$ cat config.mk
export PLATFORM = sky130hd
export DESIGN_NAME = botFifo
export DESIGN_NICKNAME = d
export VERILOG_FILES = /design/src/botDataPkg.sv /design/src/permuteCtrlPkg.sv /design/src/botFifo.sv
export VERILOG_INCLUDE_DIRS = /design/src
export SDC_FILE = /design/constraint.sdc
export NUM_CORES = 2
export LEC_CHECK = 0
export BUFFER_PORTS_ARGS = -buffer_cell sky130_fd_sc_hd__buf_4
export CORE_UTILIZATION = 56
export CTS_CLUSTER_SIZE = 14
export DETAILED_ROUTE_END_ITERATION = 6
export MAX_ROUTING_LAYER = met4
export PLACE_DENSITY = 0.85
export SYNTH_ARGS = -nofsm -noshare
export SYNTH_HDL_FRONTEND = slang
export SYNTH_MEMORY_MAX_BITS = 65536
export SYNTH_SLANG_ARGS = --single-unit
$ cat constraint.sdc
create_clock -name clk -period 8.5 [get_ports clk]
set_input_delay 0.425 -clock clk [delete_from_list [all_inputs] [get_ports clk]]
set_output_delay 0.425 -clock clk [all_outputs]
set_load 0.01 [all_outputs]
$ cat src/permute_consts.svh
`ifndef PERMUTE_CONSTS_SVH
`define PERMUTE_CONSTS_SVH

// Truth table geometry
`define ENTRY_WIDTH 8           // Bits per minterm entry
`define BOT_ENTRIES 16          // One entry per minterm of four variables

// Permutation space
`define NUM_SETS 4              // Choice of leading variable, also the variable count
`define PERMS_PER_SET 6         // Orders of the remaining three variables

// Input FIFO
`define FIFO_DEPTH_LOG2 5
`define ALMOST_FULL_MARGIN 4    // almostFull rises below this many free slots

`endif
$ cat src/botDataPkg.sv
`default_nettype none

`include "permute_consts.svh"

package botDataPkg;

    // One minterm entry of a truth table
    typedef logic [`ENTRY_WIDTH-1:0] botEntry_t;

    // Stored and moved as one flat word, permuted entry by entry
    typedef union packed {
        logic [`BOT_ENTRIES*`ENTRY_WIDTH-1:0] flat;
        botEntry_t [`BOT_ENTRIES-1:0] entries;     // Indexed by minterm, bit 0 is variable a
    } bot_t;

endpackage

`default_nettype wire

$ cat src/permuteCtrlPkg.sv
`default_nettype none

`include "permute_consts.svh"

package permuteCtrlPkg;

    // Bit set*PERMS_PER_SET+permInSet requests that permutation
    typedef logic [`NUM_SETS*`PERMS_PER_SET-1:0] permMask_t;

    typedef logic [$clog2(`NUM_SETS)-1:0] varIdx_t;        // Variable a..d, also the set
    typedef logic [$clog2(`PERMS_PER_SET)-1:0] permIdx_t;  // 0 to 5

    // One permutation of the fixed order
    typedef struct packed {
        varIdx_t set;          // Leading variable
        permIdx_t permInSet;
    } permSel_t;

    // Write side of the FIFO
    typedef struct packed {
        botDataPkg::bot_t bot;
        permMask_t mask;
        logic last;            // Last bot of its batch
    } botInput_t;

endpackage

`default_nettype wire

$ cat src/botFifo.sv
`timescale 1ns/1ps
`default_nettype none

`include "permute_consts.svh"

module botFifo
    import botDataPkg::*, permuteCtrlPkg::*;
#(
    parameter int DEPTH_LOG2 = `FIFO_DEPTH_LOG2,
    parameter int ALMOST_FULL_MARGIN = `ALMOST_FULL_MARGIN
) (
    input  logic      clk,
    input  logic      rst,

    // Write side
    input  logic      write,
    input  botInput_t wrData,
    output logic      almostFull,

    // Selector side
    input  logic      accept,      // Pops the head entry
    output logic      empty,
    output permMask_t headMask,
    output logic      headLast,
    output bot_t      storedBot    // Bot of the most recently accepted entry
);

    localparam int DEPTH = 1 << DEPTH_LOG2;
    localparam int PTR_W = DEPTH_LOG2 + 1;   // Wrap bit tells full from empty

    typedef logic [PTR_W-1:0] ptr_t;

    botInput_t mem [DEPTH];
    ptr_t wrPtr;
    ptr_t rdPtr;
    ptr_t count;
    ptr_t countNext;
    ptr_t freeNext;
    botInput_t head;

    assign count = wrPtr - rdPtr;
    assign countNext = count + ptr_t'(write) - ptr_t'(accept);
    assign freeNext = ptr_t'(DEPTH) - countNext;
    assign empty = (count == '0);

    // Show-ahead view of the head, the selector needs its mask before accepting
    assign head = mem[rdPtr[DEPTH_LOG2-1:0]];
    assign headMask = head.mask;
    assign headLast = head.last;

    always_ff @(posedge clk) begin
        if (rst) begin
            wrPtr <= '0;
            rdPtr <= '0;
            almostFull <= 1'b0;
        end else begin
            if (write) begin
                wrPtr <= wrPtr + 1'b1;
            end
            if (accept) begin
                rdPtr <= rdPtr + 1'b1;
            end
            almostFull <= freeNext < ptr_t'(ALMOST_FULL_MARGIN);   // From next occupancy
        end
    end

    always_ff @(posedge clk) begin
        if (write) begin
            mem[wrPtr[DEPTH_LOG2-1:0]] <= wrData;
        end
    end

    // Held until the following accept, the permuter reads it for every selection
    always_ff @(posedge clk) begin
        if (accept) begin
            storedBot <= head.bot;
        end
    end

endmodule

`default_nettype wire

==> results.py <==
metrics = {
    "min_path": {
        "hp-class": "input port to flip-flop",
    },
    "synth": {
        "syn_area_um2": 190000,
        "avgSynthCellArea_um2": 25.9,
        "syn_inst": 7325,
        "synth_seq_cells": 5042,
        "synth_edf_count": 5024,
        "synth_cell_types": 35,
        "syn-num-nets": 7498,
        "synth_ff_type": "edfxtp_1",
        "yosys_warnings": 0,
        "synthArstFlopShare_pct": 0,
        "yosysSeqAreaShare_pct": 79.6,
    },
    "clock_network": {
        "cts_num_sinks": 5042,
        "path_clk_slew_ns": 0.07,
        "htree_levels": 5,
        "worstSkewPairLatency_ns": 1.00,
        "cts_setup_buffers": 0,
        "cts_resized": 0,
        "cts_root_buf": "clkbuf_16",
        "tritoncts": "done",
        "numCtsBuffers": 452,
        "cts_buffer_depth": 4,
    },
    "floorplanning": {
        "rows": 213,
        "die_area_um2": 342000,
        "io_pins": 312,
        "die_x_um": 585,
        "start_util_pct": 56.4,
        "core-area_um2": 337000,
        "die_y_um": 585,
    },
    "sta": {
        "rsz0062_at_grt": "false",
        "max-slew-margin-rel_pct": 17.2,
        "finalSetupViolations": 0,
        "fin_crit_sh_pct": 60.8,
        "worst_pin_slew_ns": 1.24,
        "hold_viol": 0,
        "finalMaxSlewViolations": 0,
        "fmax_ghz": 0.194,
        "tns_ns": 0,
        "skew_ns": 0.0393,
        "worst_hold_slack_ns": 0.394,
        "period_minus_slack_ns": 5.16,
    },
    "power_and_ir_drop": {
        "ir_drop_mv": 0.207,
        "netSwitchingPower_mw": 11.0,
        "seqPwrFrac_pct": 54.8,
        "p_per_area_nw_per_um2": 237,
        "swShare_pct": 21.7,
        "power_frac_comb_pct": 5.6,
        "internal_power_mw": 39.7,
        "pwr-share-clk_pct": 39.6,
        "leakage_nw": 64.4,
    },
    "worst_setup_path": {
        "endpoint": "headMask[8]",
        "regToRegEndpoint": "storedBot[38]$_DFFE_PP_",
        "worstSetupStartpointType": "flip-flop",
        "crit_required_ns": 8.08,
        "reg2reg_depth": 5,
        "reg2reg_slack_ns": 4.07,
        "path_max_fanout": 127,
        "critPathCaptureType": "output port",
        "criticalPathCategory": "flip-flop to output port",
        "critPathArrivalTime_ns": 4.74,
    },
    "global_routing": {
        "grtUsageTotal_pct": 33.7,
        "grt_pass1_vias": 96300,
        "antenna_found_initial": 59,
        "grt_pass1_wl_mm": 764,
        "grt_max_degree": 157,
        "grt-ovfl-total": 0,
    },
    "routing": {
        "firstDrtPassIters": 5,
        "drt_wl_total_mm": 560,
        "ant_nets": 0,
        "via_per_inst": 7.23,
        "drcViolationCount": 0,
        "wl_per_cell_um": 43.4,
        "first_iter_violations": 16100,
        "vias": 93300,
    },
    "placement": {
        "dp_hpwl_mm": 241,
        "io_buffers": 311,
        "gp_congestion": 0.758,
        "dp_cells": 11900,
    },
    "layout": {
        "final_nets": 8187,
        "final_cell_mix": "edfxtp_1 (5024), mux4_2 (1484), clkbuf_16 (460), buf_4 (425), mux2_2 (176)",
        "fin_cells": 12900,
        "final_common_cell": "edfxtp_1",
        "drive_gt1_share_pct": 32.9,
        "syn_to_final_growth_pct": 12.5,
        "nFillCells": 19900,
    },
    "outcome": {
        "outcome": "finished, final reports clean",
    },
    "run": {
        "maxCapViolations": 0,
    },
}
-- cell families after synthesis --
group | share of synthesized area (%)
AO/OA/AOI/OAI | 0.247
XOR/XNOR | 0.0645
adder cells (fa/ha/maj) | 0.109
buffers and inverters | 0.964
flip-flops | 79.6
multiplexers | 18.9
AND/OR/NAND/NOR | 0.180
-- power by group through the flow --
stage,Combinational [mW],Clock [mW],Sequential (mW)
floorplan,1.66,0,28.2
global placement,2.51,0,28.3
detailed placement,2.65,0,28.3
CTS,2.84,20.0,27.8
global route,2.96,20.9,27.8
finish,2.85,20.0,27.8
-- registers in the layout, summed over array words and instances (netlist names), named ones only --
name / cells
almostFull: 1
storedBot: 128
rdPtr: 6
wrPtr: 6
mem: 4896
-- synth_stat cells (13+ instances only) --
cell,number,area [um2]
ha_1,15,188
mux2_2,176,1980
edfxtp_1,5024,151000
mux2i_1,48,480
buf_4,42,315
o22ai_1,23,144
nand2_1,13,48.8
mux4_2,1484,33400
a221o_1,23,230
dfxtp_1,18,360
nor2_1,48,180
buf_2,114,571
clkbuf_1,201,754
buf_1,35,131
-- per-stage QoR --
stage,setup slack (ns),power [mW],instance area (um2),util (%)
after floorplan,0.405,29.9,190000,-
after global placement,4.25,30.8,198000,58.8
after detailed placement,4.10,30.9,198000,58.8
after CTS,3.31,50.6,214000,63.4
after global routing,3.19,51.6,214000,63.4
final,3.34,50.6,214000,63.4
-- area by class of cell --
class                   count  area (um2)  share of cell area, %
inverters                  10        37.5                 0.0176
clock buffers             573       12000                   5.60
clock inverters           224        1860                  0.870
multi-input cells        1879       37300                   17.4
diodes                     38        95.1                 0.0445
flip-flops and latches   5042      151000                   70.7
repair buffers            629        5700                   2.66
well taps                4515        5650                   2.64
-- critical path, stage by stage (launching register included) --
cell	delay (ns)
dfxtp_4	1.07
buf_12	0.66
buf_12	0.52
mux4_2	0.42
mux2_2	0.29
a221o_1	0.36
buf_4	0.15
-- repair_timing --
item / 4_1_cts / 5_1_grt
setup endpoints to repair: 0 / 0
hold endpoints to repair: 4931 / 0
hold buffers: 157 / 0
-- layer usage --
layer | share of wire [%] | global-route usage [%]
met1 | 30 | 40.2
met2 | 50 | 54.3
met3 | 13 | 6.05
met4 | 7.4 | 20.3
met5 | 0 | -
-- worst min path at each step --
stage / startpoint / endpoint / slack [ns] / cells past startpoint
global placement: wrPtr[5]$_SDFFE_PP0P_ / wrPtr[5]$_SDFFE_PP0P_ / 0.48 / 2
finish: wrData[65] / mem[24][65]$_DFFE_PP_ / 0.39 / 2
floorplan: rdPtr[5]$_SDFFE_PP0P_ / rdPtr[5]$_SDFFE_PP0P_ / 0.46 / 2
CTS: wrData[65] / mem[24][65]$_DFFE_PP_ / 0.34 / 2
detailed placement: wrPtr[5]$_SDFFE_PP0P_ / wrPtr[5]$_SDFFE_PP0P_ / 0.50 / 2
global route: wrData[103] / mem[26][103]$_DFFE_PP_ / 0.39 / 2
Power figures use the tool's default switching activity.
