## src/permute_consts.svh

```systemverilog
`ifndef PERMUTE_CONSTS_SVH
`define PERMUTE_CONSTS_SVH

// Truth table geometry
`define ENTRY_WIDTH 8           // Bits per minterm entry
`define BOT_ENTRIES 16          // One entry per minterm of four variables

// Permutation space
`define NUM_SETS 4              // Choice of leading variable, also the variable count
`define PERMS_PER_SET 6         // Orders of the remaining three variables

// Input FIFO
`define FIFO_DEPTH_LOG2 5
`define ALMOST_FULL_MARGIN 4    // almostFull rises below this many free slots

`endif
```

## src/botDataPkg.sv

```systemverilog
`default_nettype none

`include "permute_consts.svh"

package botDataPkg;

    // One minterm entry of a truth table
    typedef logic [`ENTRY_WIDTH-1:0] botEntry_t;

    // Stored and moved as one flat word, permuted entry by entry
    typedef union packed {
        logic [`BOT_ENTRIES*`ENTRY_WIDTH-1:0] flat;
        botEntry_t [`BOT_ENTRIES-1:0] entries;     // Indexed by minterm, bit 0 is variable a
    } bot_t;

endpackage

`default_nettype wire

```

## src/permuteCtrlPkg.sv

```systemverilog
`default_nettype none

`include "permute_consts.svh"

package permuteCtrlPkg;

    // Bit set*PERMS_PER_SET+permInSet requests that permutation
    typedef logic [`NUM_SETS*`PERMS_PER_SET-1:0] permMask_t;

    typedef logic [$clog2(`NUM_SETS)-1:0] varIdx_t;        // Variable a..d, also the set
    typedef logic [$clog2(`PERMS_PER_SET)-1:0] permIdx_t;  // 0 to 5

    // One permutation of the fixed order
    typedef struct packed {
        varIdx_t set;          // Leading variable
        permIdx_t permInSet;
    } permSel_t;

    // Write side of the FIFO
    typedef struct packed {
        botDataPkg::bot_t bot;
        permMask_t mask;
        logic last;            // Last bot of its batch
    } botInput_t;

endpackage

`default_nettype wire

```

## src/permuteSelector.sv

```systemverilog
`timescale 1ns/1ps
`default_nettype none

`include "permute_consts.svh"

module permuteSelector
    import permuteCtrlPkg::*;
(
    input  logic      clk,
    input  logic      rst,

    // FIFO side
    input  permMask_t headMask,
    input  logic      headLast,
    input  logic      empty,
    output logic      accept,

    // Permuter side
    input  logic      slowDown,
    output permSel_t  sel,
    output logic      selValid,
    output logic      batchDone
);

    // One section per permInSet, one bit per set inside it
    typedef logic [`PERMS_PER_SET-1:0][`NUM_SETS-1:0] sections_t;

    sections_t sections;           // Selections still to issue for the current bot
    sections_t headSections;
    sections_t clearedSections;
    permSel_t pick;
    logic anyLeft;
    logic drained;
    logic doneNow;
    logic storedLast;

    // Regroup the head mask so that permInSet is the outer order
    always_comb begin
        for (int p = 0; p < `PERMS_PER_SET; p++) begin
            for (int s = 0; s < `NUM_SETS; s++) begin
                headSections[p][s] = headMask[s*`PERMS_PER_SET + p];
            end
        end
    end

    assign anyLeft = |sections;

    // First non-empty section, then the first set bit inside it
    always_comb begin
        pick = '0;
        for (int p = `PERMS_PER_SET-1; p >= 0; p--) begin
            if (sections[p] != '0) begin
                pick.permInSet = permIdx_t'(p);
            end
        end
        for (int s = `NUM_SETS-1; s >= 0; s--) begin
            if (sections[pick.permInSet][s]) begin
                pick.set = varIdx_t'(s);
            end
        end
    end

    always_comb begin
        clearedSections = sections;
        clearedSections[pick.permInSet][pick.set] = 1'b0;
    end

    // The last selection has to leave the lane stage before storedBot may change
    assign drained = !anyLeft && !selValid;
    assign accept = drained && !empty && !slowDown;
    assign doneNow = drained && storedLast && !slowDown;   // Moving past a last-flagged bot

    always_ff @(posedge clk) begin
        if (rst) begin
            sections <= '0;
            storedLast <= 1'b0;
            selValid <= 1'b0;
            batchDone <= 1'b0;
        end else begin
            selValid <= anyLeft && !slowDown;
            batchDone <= doneNow;

            if (accept) begin
                sections <= headSections;
            end else if (anyLeft && !slowDown) begin
                sections <= clearedSections;      // Held while slowed down
            end

            if (accept) begin
                storedLast <= headLast;
            end else if (doneNow) begin
                storedLast <= 1'b0;               // Idle with an empty FIFO
            end
        end
    end

    always_ff @(posedge clk) begin
        if (anyLeft && !slowDown) begin
            sel <= pick;
        end
    end

endmodule

`default_nettype wire

```

## config.mk

```make
export PLATFORM = sky130hd
export DESIGN_NAME = permuteSelector
export DESIGN_NICKNAME = d
export VERILOG_FILES = /design/src/botDataPkg.sv /design/src/permuteCtrlPkg.sv /design/src/permuteSelector.sv
export VERILOG_INCLUDE_DIRS = /design/src
export SDC_FILE = /design/constraint.sdc
export NUM_CORES = 1
export LEC_CHECK = 0
export BUFFER_PORTS_ARGS = -buffer_cell sky130_fd_sc_hd__buf_2
export CORE_MARGIN = 10
export CORE_UTILIZATION = 35
export DETAILED_ROUTE_END_ITERATION = 8
export GPL_TIMING_DRIVEN = 0
export SLEW_MARGIN = 20
export SYNTH_ARGS = -nofsm -noshare
export SYNTH_HDL_FRONTEND = slang
export SYNTH_SLANG_ARGS = --single-unit
```

## constraint.sdc

```tcl
create_clock -name clk -period 2.45 [get_ports clk]
set_input_delay 0.1225 -clock clk [delete_from_list [all_inputs] [get_ports clk]]
set_output_delay 0.1225 -clock clk [all_outputs]
set_load 0.005 [all_outputs]
```

==> results.txt <==
----------------------------------------------------
[Global routing]
  Global-route wire length before repair ... 7.80 mm
  GRT Resource Usage Total ... 12.9%
  Maximum number of pins on one net before global-route repair ... 11
  Met1 Usage GRT ... 17.0%
  Met3 Use GR ... 3.09%
  Vias in the first global route ... 1553
  Most Used Layer, Global Route ... met2
  Initial antenna violation count ... 0
  Overflow after GRT ... 0
  Met2 routing resource usage after global routing ... 19.6%

[Cells and area]
  N_diodes ... 0
  Post-route insts no fill ... 271
  Final-layout fill cell count ... 464
  Post-layout util ... 45.1%
  P&R area growth vs syn ... 24.3%
  Final-stage net count ... 247
  Layout cells sized above 1 ... 26.9%

[Synth]
  Cell types with the largest area share after synthesis ... sky130_fd_sc_hd__dfxtp_1, sky130_fd_sc_hd__a211oi_1, sky130_fd_sc_hd__a21oi_1
  Total nets after synthesis ... 205
  Cell type with the highest aggregate area in the netlist ... sky130_fd_sc_hd__dfxtp_1
  Synth top area share ... 34.0%
  Mapped Cells ... 176
  Number of synthesized register bits ... 32
  Synth Cell Area ... 1590 sq um
  Average instance area after synthesis ... 9.04 sq um
  Synthesis warning total ... 0
  Proportion of synthesized chip area in sequential cells ... 43.4%
  Number of distinct library cells after synthesis ... 39

[Place]
  HPWL after detailed placement ... 3.53 mm
  Pre-CTS setup slack ... -0.156 ns
  Port Buf Inserts ... 35
  Placer's final routability congestion estimate ... 0.865
  Instance count after placement with tap cells included ... 263

[Outcome]
  Result of the run ... completed

[Clock tree]
  Clock transition at the registers of the reported paths ... 0.06 ns
  Total clock sinks ... 32
  Cell chosen for the clock root ... sky130_fd_sc_hd__clkbuf_8
  Clock latency at the later pin of the worst-skew pair ... 0.29 ns
  Number of H-tree branching levels ... 2
  TritonCTS buffer count ... 5
  Buffer levels on the longest clock path ... 2
  TritonCTS clock tree ... yes

[Timing]
  Highest attainable clock frequency ... 0.413 GHz
  Number of slew-limit violations in the final report ... 0
  Setup repair after global routing missed its margin ... true
  Fin. Hold Viols ... 0
  Crit share post-route ... 98.7%
  Final Skew ... 0.00413 ns
  Final setup fails ... 0
  Minimum setup slack in the final design ... 0.0307 ns
  Slew of the pin with the lowest slew margin ... 0.645 ns
  Slew HR ... 56.7%
  Min cycle time layout ... 2.42 ns

[Worst setup path]
  Cells traversed along the worst timing path ... or4_1 > buf_6 > nor2_8 > nand4_4 > and2b_1 > clkbuf_4 > buf_6 > buf_2
  Largest incremental delay on the critical path ... 0.54 ns
  Required time of the worst setup path ... 2.33 ns
  Kind of start point of the critical path ... flop
  Total buffers and inverters traversed by the critical path ... 4
  Critical setup path kind ... reg -> out
  Library cell contributing the largest single delay on the critical path ... sky130_fd_sc_hd__or4_1
  Worst endpoint data arrival time ... 2.30 ns
  CP top delay family ... simple AND/OR/NAND/NOR gates
  Maximum fanout along the worst path ... 10
  Most frequent cell on the critical path ... sky130_fd_sc_hd__buf_6
  Kind of capture point of the worst setup path ... output port

[Die]
  Horizontal extent of the die ... 87.4 um
  I/O pins ... 37
  Starting Density ... 36.3%
  Die Area ... 7640 sq um
  Area of the core region ... 4380 sq um
  Chip height ... 87.4 um
  Rows ... 24

[Detailed routing]
  Routed via count divided by cell count ... 5.73
  # DRC ... 0
  Residual antenna-violating net count after detailed routing ... 0
  Overall via count from detail_route ... 1554
  Count of TritonRoute iterations in the first routing pass ... 4
  Drt wl/cell ... 17.5 um
  Routed WL ... 4.75 mm
  DRC violation total after the first TritonRoute iteration ... 122

[Hold path]
  Hold/Removal Path Class ... in -> reg

[Job]
  MaxCap Viol Count ... 0

----------------------------------------------------
[per-layer routing]
layer	wire [um]	up-vias
met4	78	0
met2	2060	38
met3	264	8
li1	-	770
met5	0	-
met1	2350	738
[registers in the layout, summed over array words and instances (netlist names)]
signal	flops
selValid	1
sections	24
storedLast	1
batchDone	1
sel	5
[worst register-to-register path, cell delays in order (launching register included)]
cell                       delay, ns
sky130_fd_sc_hd__dfxtp_1        0.35
sky130_fd_sc_hd__or4_1          0.55
sky130_fd_sc_hd__buf_6          0.16
sky130_fd_sc_hd__nor2_1         0.16
sky130_fd_sc_hd__a221o_1        0.21
sky130_fd_sc_hd__nand4b_1       0.20
sky130_fd_sc_hd__nor3b_4        0.43
sky130_fd_sc_hd__a311oi_1       0.16
[through the flow]
stage | instance area [sq um] | hold slack (ns) | setup TNS [ns]
2_1_floorplan | 1590 | 0.202 | 0
3_3_place_gp | 1830 | 0.427 | -1.14
3_5_place_dp | 1830 | 0.433 | -1.23
4_1_cts | 1960 | 0.128 | 0
5_1_grt | 1980 | 0.146 | -0.143
6_report | 1980 | 0.134 | 0
[layout by cell type (no fill, tap or decap), drive strengths merged]
cell type   n
nand3b      1
nor2       17
a211oi     24
edfxtp      5
nor4        6
a21oi      32
o21ai       5
nor3b       4
nand2       5
and4        1
or4         2
clkinv      1
or3         2
a31o        1
inv         6
dfxtp      27
nand4b      1
a311oi      1
nand3       2
nand4       3
or3b        1
clkbuf     10
nor4b       3
o31ai       1
a31oi       3
and2b       1
a221o       1
buf        40
o211ai      1
nand2b      1
nor3       11
[timing repair]
action	CTS	global route
cloned	0	0
setup buffers	0	0
endpoints found under the setup margin	13	21
hold buffers	0	0
endpoints found under the hold margin	0	0
gates resized for setup	7	4
[logic make-up (layout without fill, tap and decap cells)]
logic type             count (synthesis)  in the layout  synth area share (%)
AOI/OAI and AO/OA                     69             69                  27.0
and+or+nand+nor                       61             61                  25.2
DFF                                   32             32                  43.4
buffers and inverters                 14             57                  4.40
[synthesized netlist by cell type, drive strengths merged]
master,count
a211oi,24
a21oi,32
a221o,1
a311oi,1
a31o,1
a31oi,3
and2b,1
and4,1
buf,6
clkbuf,2
dfxtp,27
edfxtp,5
inv,6
nand2,5
nand2b,1
nand3,2
nand3b,1
nand4,3
nand4b,1
nor2,17
nor3,11
nor3b,4
nor4,6
nor4b,3
o211ai,1
o21ai,5
o31ai,1
or3,2
or3b,1
or4,2
[area by class of cell]
cell class / count / area (sq um) / area share, %
tap: 52 / 65.1 / 3.29
multi-input combinational: 130 / 891 / 45.0
sequential: 32 / 691 / 34.9
buffer: 8 / 53.8 / 2.72
timing repair buffer: 35 / 175 / 8.86
clock inverter: 1 / 3.75 / 0.190
inverter: 6 / 22.5 / 1.14
clock buffer: 7 / 76.3 / 3.86
[final timing paths]
check                           startpoint                  endpoint  slack, ns  depth (start not counted)
hold reg to reg    storedLast$_SDFFE_PP0P_   storedLast$_SDFFE_PP0P_       0.46                          2
setup reg to reg  sections[2]$_SDFFE_PP0P_  sections[7]$_SDFFE_PP0P_       0.11                          7
hold / removal                       empty   storedLast$_SDFFE_PP0P_       0.13                          3
setup / recovery  sections[2]$_SDFFE_PP0P_                    accept       0.03                          8
Power is left out: the tool's default activity adds up to more than one toggle a clock period on the data nets, which glitch-free logic cannot reach.
