===== config.mk =====
export PLATFORM = sky130hd
export DESIGN_NAME = botPermute1234
export DESIGN_NICKNAME = d
export VERILOG_FILES = /design/src/botDataPkg.sv /design/src/permuteCtrlPkg.sv /design/src/botPermute1234.sv
export VERILOG_INCLUDE_DIRS = /design/src
export SDC_FILE = /design/constraint.sdc
export NUM_CORES = 1
export LEC_CHECK = 0
export BUFFER_PORTS_ARGS = -buffer_cell sky130_fd_sc_hd__buf_4
export CAP_MARGIN = 20
export CORE_AREA = 2 2 114 116
export DETAILED_ROUTE_END_ITERATION = 7
export DIE_AREA = 0 0 116 118
export GPL_TIMING_DRIVEN = 0
export MAX_ROUTING_LAYER = met4
export PLACE_DENSITY = 0.77
export SKIP_LAST_GASP = 1
export SLEW_MARGIN = 10
export SYNTH_ARGS = -nofsm -noshare
export SYNTH_HDL_FRONTEND = slang
export SYNTH_SLANG_ARGS = --single-unit

===== constraint.sdc =====
create_clock -name clk -period 1.3 [get_ports clk]
set_input_delay 0.13 -clock clk [delete_from_list [all_inputs] [get_ports clk]]
set_output_delay 0.13 -clock clk [all_outputs]
set_load 0.01 [all_outputs]

===== src/permute_consts.svh =====
`ifndef PERMUTE_CONSTS_SVH
`define PERMUTE_CONSTS_SVH

// Truth table geometry
`define ENTRY_WIDTH 8           // Bits per minterm entry
`define BOT_ENTRIES 16          // One entry per minterm of four variables

// Permutation space
`define NUM_SETS 4              // Choice of leading variable, also the variable count
`define PERMS_PER_SET 6         // Orders of the remaining three variables

// Input FIFO
`define FIFO_DEPTH_LOG2 5
`define ALMOST_FULL_MARGIN 4    // almostFull rises below this many free slots

`endif

===== src/botDataPkg.sv =====
`default_nettype none

`include "permute_consts.svh"

package botDataPkg;

    // One minterm entry of a truth table
    typedef logic [`ENTRY_WIDTH-1:0] botEntry_t;

    // Stored and moved as one flat word, permuted entry by entry
    typedef union packed {
        logic [`BOT_ENTRIES*`ENTRY_WIDTH-1:0] flat;
        botEntry_t [`BOT_ENTRIES-1:0] entries;     // Indexed by minterm, bit 0 is variable a
    } bot_t;

endpackage

`default_nettype wire


===== src/permuteCtrlPkg.sv =====
`default_nettype none

`include "permute_consts.svh"

package permuteCtrlPkg;

    // Bit set*PERMS_PER_SET+permInSet requests that permutation
    typedef logic [`NUM_SETS*`PERMS_PER_SET-1:0] permMask_t;

    typedef logic [$clog2(`NUM_SETS)-1:0] varIdx_t;        // Variable a..d, also the set
    typedef logic [$clog2(`PERMS_PER_SET)-1:0] permIdx_t;  // 0 to 5

    // One permutation of the fixed order
    typedef struct packed {
        varIdx_t set;          // Leading variable
        permIdx_t permInSet;
    } permSel_t;

    // Write side of the FIFO
    typedef struct packed {
        botDataPkg::bot_t bot;
        permMask_t mask;
        logic last;            // Last bot of its batch
    } botInput_t;

endpackage

`default_nettype wire


===== src/botPermute1234.sv =====
`timescale 1ns/1ps
`default_nettype none

`include "permute_consts.svh"

module botPermute1234
    import botDataPkg::*, permuteCtrlPkg::*;
(
    input  logic     clk,
    input  permSel_t sel,
    input  logic     selValid,
    input  bot_t     storedBot,
    output logic     permutedValid,
    input  logic     batchDoneIn,
    output logic     batchDone,
    output bot_t     permutedBot
);

    localparam int NUM_PAIRS = 6;        // Minterms with exactly two variables set
    localparam int TOP = `BOT_ENTRIES - 1;

    localparam varIdx_t A = 0;
    localparam varIdx_t B = 1;
    localparam varIdx_t C = 2;
    localparam varIdx_t D = 3;

    // Pair order ab, ac, ad, bc, bd, cd, so entry 5-i is the complement of entry i
    localparam logic [$clog2(`BOT_ENTRIES)-1:0] PAIR_MINTERM [NUM_PAIRS] =
        '{4'b0011, 4'b0101, 4'b1001, 4'b0110, 4'b1010, 4'b1100};

    typedef varIdx_t [`NUM_SETS-1:0] order_t;   // Input variable at each output position
    typedef logic [$clog2(NUM_PAIRS)-1:0] pairIdx_t;

    function automatic order_t seq(varIdx_t p0, varIdx_t p1, varIdx_t p2, varIdx_t p3);
        return {p3, p2, p1, p0};
    endfunction

    function automatic order_t permOrder(permSel_t s);
        case ({s.set, s.permInSet})
            5'o00: return seq(A, B, C, D);
            5'o01: return seq(A, B, D, C);
            5'o02: return seq(A, C, B, D);
            5'o03: return seq(A, C, D, B);
            5'o04: return seq(A, D, B, C);
            5'o05: return seq(A, D, C, B);
            5'o10: return seq(B, A, C, D);
            5'o11: return seq(B, A, D, C);
            5'o12: return seq(B, C, A, D);
            5'o13: return seq(B, C, D, A);
            5'o14: return seq(B, D, A, C);
            5'o15: return seq(B, D, C, A);
            5'o20: return seq(C, B, A, D);
            5'o21: return seq(C, B, D, A);
            5'o22: return seq(C, A, B, D);
            5'o23: return seq(C, A, D, B);
            5'o24: return seq(C, D, B, A);
            5'o25: return seq(C, D, A, B);
            5'o30: return seq(D, B, C, A);
            5'o31: return seq(D, B, A, C);
            5'o32: return seq(D, C, B, A);
            5'o33: return seq(D, C, A, B);
            5'o34: return seq(D, A, B, C);
            5'o35: return seq(D, A, C, B);
            default: return seq(A, B, C, D);
        endcase
    endfunction

    // Position of the pair {x, y} in PAIR_MINTERM
    function automatic pairIdx_t pairIndex(varIdx_t x, varIdx_t y);
        pairIdx_t idx;
        idx = '0;
        for (int i = 0; i < NUM_PAIRS; i++) begin
            if (PAIR_MINTERM[i] == ((4'b1 << x) | (4'b1 << y))) begin
                idx = pairIdx_t'(i);
            end
        end
        return idx;
    endfunction

    order_t order;
    varIdx_t [`NUM_SETS-1:0] singleLane;
    pairIdx_t [2:0] pairLane;              // Outputs ab, ac, ad
    botEntry_t [`NUM_SETS-1:0] oneIn;      // Input minterms 0001, 0010, 0100, 1000
    botEntry_t [`NUM_SETS-1:0] threeIn;    // Their complements
    botEntry_t [NUM_PAIRS-1:0] twoIn;

    assign order = permOrder(sel);

    always_ff @(posedge clk) begin
        if (selValid) begin
            singleLane <= order;
            for (int k = 1; k < `NUM_SETS; k++) begin
                pairLane[k-1] <= pairIndex(order[0], order[k]);
            end
        end
        permutedValid <= selValid;          // Aligned with the lane stage
        batchDone <= batchDoneIn;
    end

    // Weight classes of the input
    always_comb begin
        for (int j = 0; j < `NUM_SETS; j++) begin
            oneIn[j] = storedBot.entries[1 << j];
            threeIn[j] = storedBot.entries[TOP - (1 << j)];
        end
        for (int i = 0; i < NUM_PAIRS; i++) begin
            twoIn[i] = storedBot.entries[PAIR_MINTERM[i]];
        end
    end

    always_comb begin
        permutedBot.entries[0] = storedBot.entries[0];        // No variable set
        permutedBot.entries[TOP] = storedBot.entries[TOP];    // All set
        for (int k = 0; k < `NUM_SETS; k++) begin
            permutedBot.entries[1 << k] = oneIn[singleLane[k]];
            permutedBot.entries[TOP - (1 << k)] = threeIn[singleLane[k]];
        end
        // Complement outputs take the complement pair
        for (int q = 0; q < 3; q++) begin
            permutedBot.entries[PAIR_MINTERM[q]] = twoIn[pairLane[q]];
            permutedBot.entries[PAIR_MINTERM[NUM_PAIRS-1-q]] =
                twoIn[pairIdx_t'(NUM_PAIRS-1) - pairLane[q]];
        end
    end

endmodule

`default_nettype wire


==> out/metrics.yaml <==
status:
  status: "finished, violations left"
  violations: "negative setup slack"
floorplan:
  core_area_sq_um: 12400
  io_pins: 266
  start_util_pct: 42.6
  die_area_sq_um: 13700
  rows: 41
  dieHeight_um: 118
  die_w_um: 116
hold_path:
  hp-class: "primary input to flip-flop"
sta:
  slew_violations: 0
  min_period_ns: 1.84
  holdWs_ns: 0.162
  fin_ws_ns: -0.541
  max_freq_ghz: 0.543
  setup_viol: 112
  tightest_slew_ns: 0.358
  setup_tns_ns: -43.54
  rsz0062_at_grt: "yes"
  slew_headroom_pct: 76.1
  period_share_pct: 142
  final_hold_viol_count: 0
route:
  drtIter0Drc: 594
  drc: 0
  ant_nets: 0
  wl_per_cell_um: 23.8
  wirelength_um: 23800
  drt_pass1_iterations: 5
  via_per_inst: 6.36
  vias: 6367
final_layout:
  final_core_util_pct: 74.5
  finish.instance_area_sq_um: 9240
  antenna_cells: 0
  area_growth_pct: 74.8
  instances_no_fill: 1001
  drive_above_1_share_pct: 65.6
  layout.nets: 970
pwr:
  p_clk_share_pct: 8.6
  p_per_area_nw_per_um2: 797
  p_sw_share_pct: 40.1
  seq_power_share_pct: 10.6
  power_mw: 7.36
  power_switching_mw: 2.96
  power.leakage_nw: 4.04
  ir_drop_uv: 451
  p_int_mw: 4.41
  combPwrFrac_pct: 80.8
logic_synthesis:
  yosysTopAreaCell: "mux4_2"
  ys_async_sr_fraction_pct: 0
  synth_nets: 669
  yosys_warnings: 0
  ys_seq_elements: 19
  synth_top_cells_by_count: "mux2i_1 (109), mux4_2 (74), nor2_1 (57)"
  seq_area_frac_synth_pct: 10.4
  synth_most_common_cell: "mux2i_1"
  yosysTopAreaCellShare_pct: 31.5
  synth_edf_count: 17
  avgSynthCellArea_sq_um: 10.0
  netlist-cell-type-count: 46
  syn_area_sq_um: 5290
  ys_dominant_reg_cell: "edfxtp_1"
  synthTopCellsByArea: "mux4_2 (32%), mux2i_1 (21%), edfxtp_1 (9.7%), buf_4 (4.3%), nor2_1 (4.0%)"
  netlist_instances: 529
clocking:
  cts_tree: "built"
  cts_made_buffers: 3
  htreeDepth: 1
  clkTransAtPathRegs_ns: 0.06
  root_buffer: "clkbuf_16"
  clock_sinks: 19
  clock_path_buffers: 2
worst_setup_path:
  endpoint: "permutedBot[74]"
  start_kind: "flip-flop"
  required_ns: 1.17
  crit_path_start: "pairLane[6]$_SDFFCE_PN1P_"
  path_class: "flip-flop to output pin"
  crit_fanout: 10
  arrival_ns: 1.71
  end_kind: "output pin"
global_route:
  antenna_found_initial: 0
  grt_pass1_wl_um: 34700
  grt_overflow: 0
  grt_start_max_net_pins: 19
  track_usage_pct: 33.4
  grt_pass1_vias: 6303
placement:
  gp_congestion: 0.986
  port_buffers: 247
  preCtsSetupSlack_ns: -0.751
  place_area_sq_um: 7560
  dp_cells: 948
  dp_hpwl_um: 16800
run:
  drv_cap: 0
[registers in the layout, summed over array words and instances, names as in the netlist]
register,flops
pairLane,9
singleLane,8
batchDone,1
permutedValid,1
[final cells by class]
cell class / count / area [sq um]
Inverter: 13 / 53.8
Buffer: 71 / 811
Multi-Input combinational cell: 420 / 4670
Fill cell: 866 / 3170
Clock buffer: 3 / 75.1
Clock inverter: 1 / 5.00
Tap cell: 172 / 215
Sequential cell: 19 / 551
Timing Repair Buffer: 302 / 2870
[cells in the final DEF (no fill, tap or decap), types with 5 or more instances in the layout]
cell,synthesis,final
a211oi_2,0,10
a211oi_4,0,5
a21oi_1,41,16
a21oi_2,1,24
a31oi_1,11,11
buf_12,0,21
buf_16,0,5
buf_2,24,5
buf_4,30,228
buf_6,10,94
buf_8,1,8
clkbuf_16,0,9
clkinv_1,8,7
edfxtp_1,17,17
mux2i_1,109,102
mux2i_2,0,5
mux4_2,74,74
nand2_1,12,11
nand2b_1,10,6
nor2_1,57,54
nor2b_1,7,5
o221ai_1,18,7
o221ai_2,0,10
o22ai_2,0,7
or3_1,16,14
xnor2_1,5,5
[power by group through the flow]
stage | registers [mW] | clock network [mW] | logic, mW
3_3_place_gp | 0.773 | 0 | 4.55
2_1_floorplan | 0.771 | 0 | 2.67
4_1_cts | 0.778 | 0.644 | 5.53
3_5_place_dp | 0.775 | 0 | 4.62
6_report | 0.780 | 0.636 | 5.95
5_1_grt | 0.787 | 0.675 | 6.19
[layer usage]
layer  global-route usage (%)  vias to the layer above  wire length (um)
li1                         -                     2699                 -
met1                     42.6                     3130              9040
met2                     54.6                      457             11800
met3                     3.86                       81              2080
met4                     12.0                        0               886
met5                        -                        -                 0
[cells by family after synthesis]
group / count (synthesis) / share of synthesized area (%)
compound gates: 116 / 14.7
xor+xnor: 7 / 1.30
fa+ha+maj: 4 / 0.947
buf+inv: 90 / 10.7
flops: 19 / 10.4
mux: 183 / 52.2
simple gates: 110 / 9.80
[timing repair]
action | 4_1_cts | 5_1_grt
hold endpoints to repair | 1 | 0
hold buffers | 1 | 0
setup buffers | 33 | 9
resized for setup | 180 | 59
cloned | 8 | 6
pin swaps | 18 | 15
endpoints found under the setup margin | 114 | 117
[worst min path at each step]
stage,start,end,slack [ns],cells after the start
after floorplan,batchDoneIn,batchDone$_DFF_P_,0.16,0
after global placement,batchDoneIn,batchDone$_DFF_P_,0.24,1
after detailed placement,batchDoneIn,batchDone$_DFF_P_,0.24,1
after CTS,selValid,permutedValid$_DFF_P_,0.16,1
after global routing,selValid,permutedValid$_DFF_P_,0.17,1
final,selValid,permutedValid$_DFF_P_,0.16,1
[critical path, stage by stage, from the launching register on]
cell and delay (ns):
edfxtp_1 0.44, buf_8 0.21, buf_8 0.19, mux2i_1 0.24, o221ai_1 0.19, buf_4 0.18
Note: power is estimated with default switching activity, not from simulation.
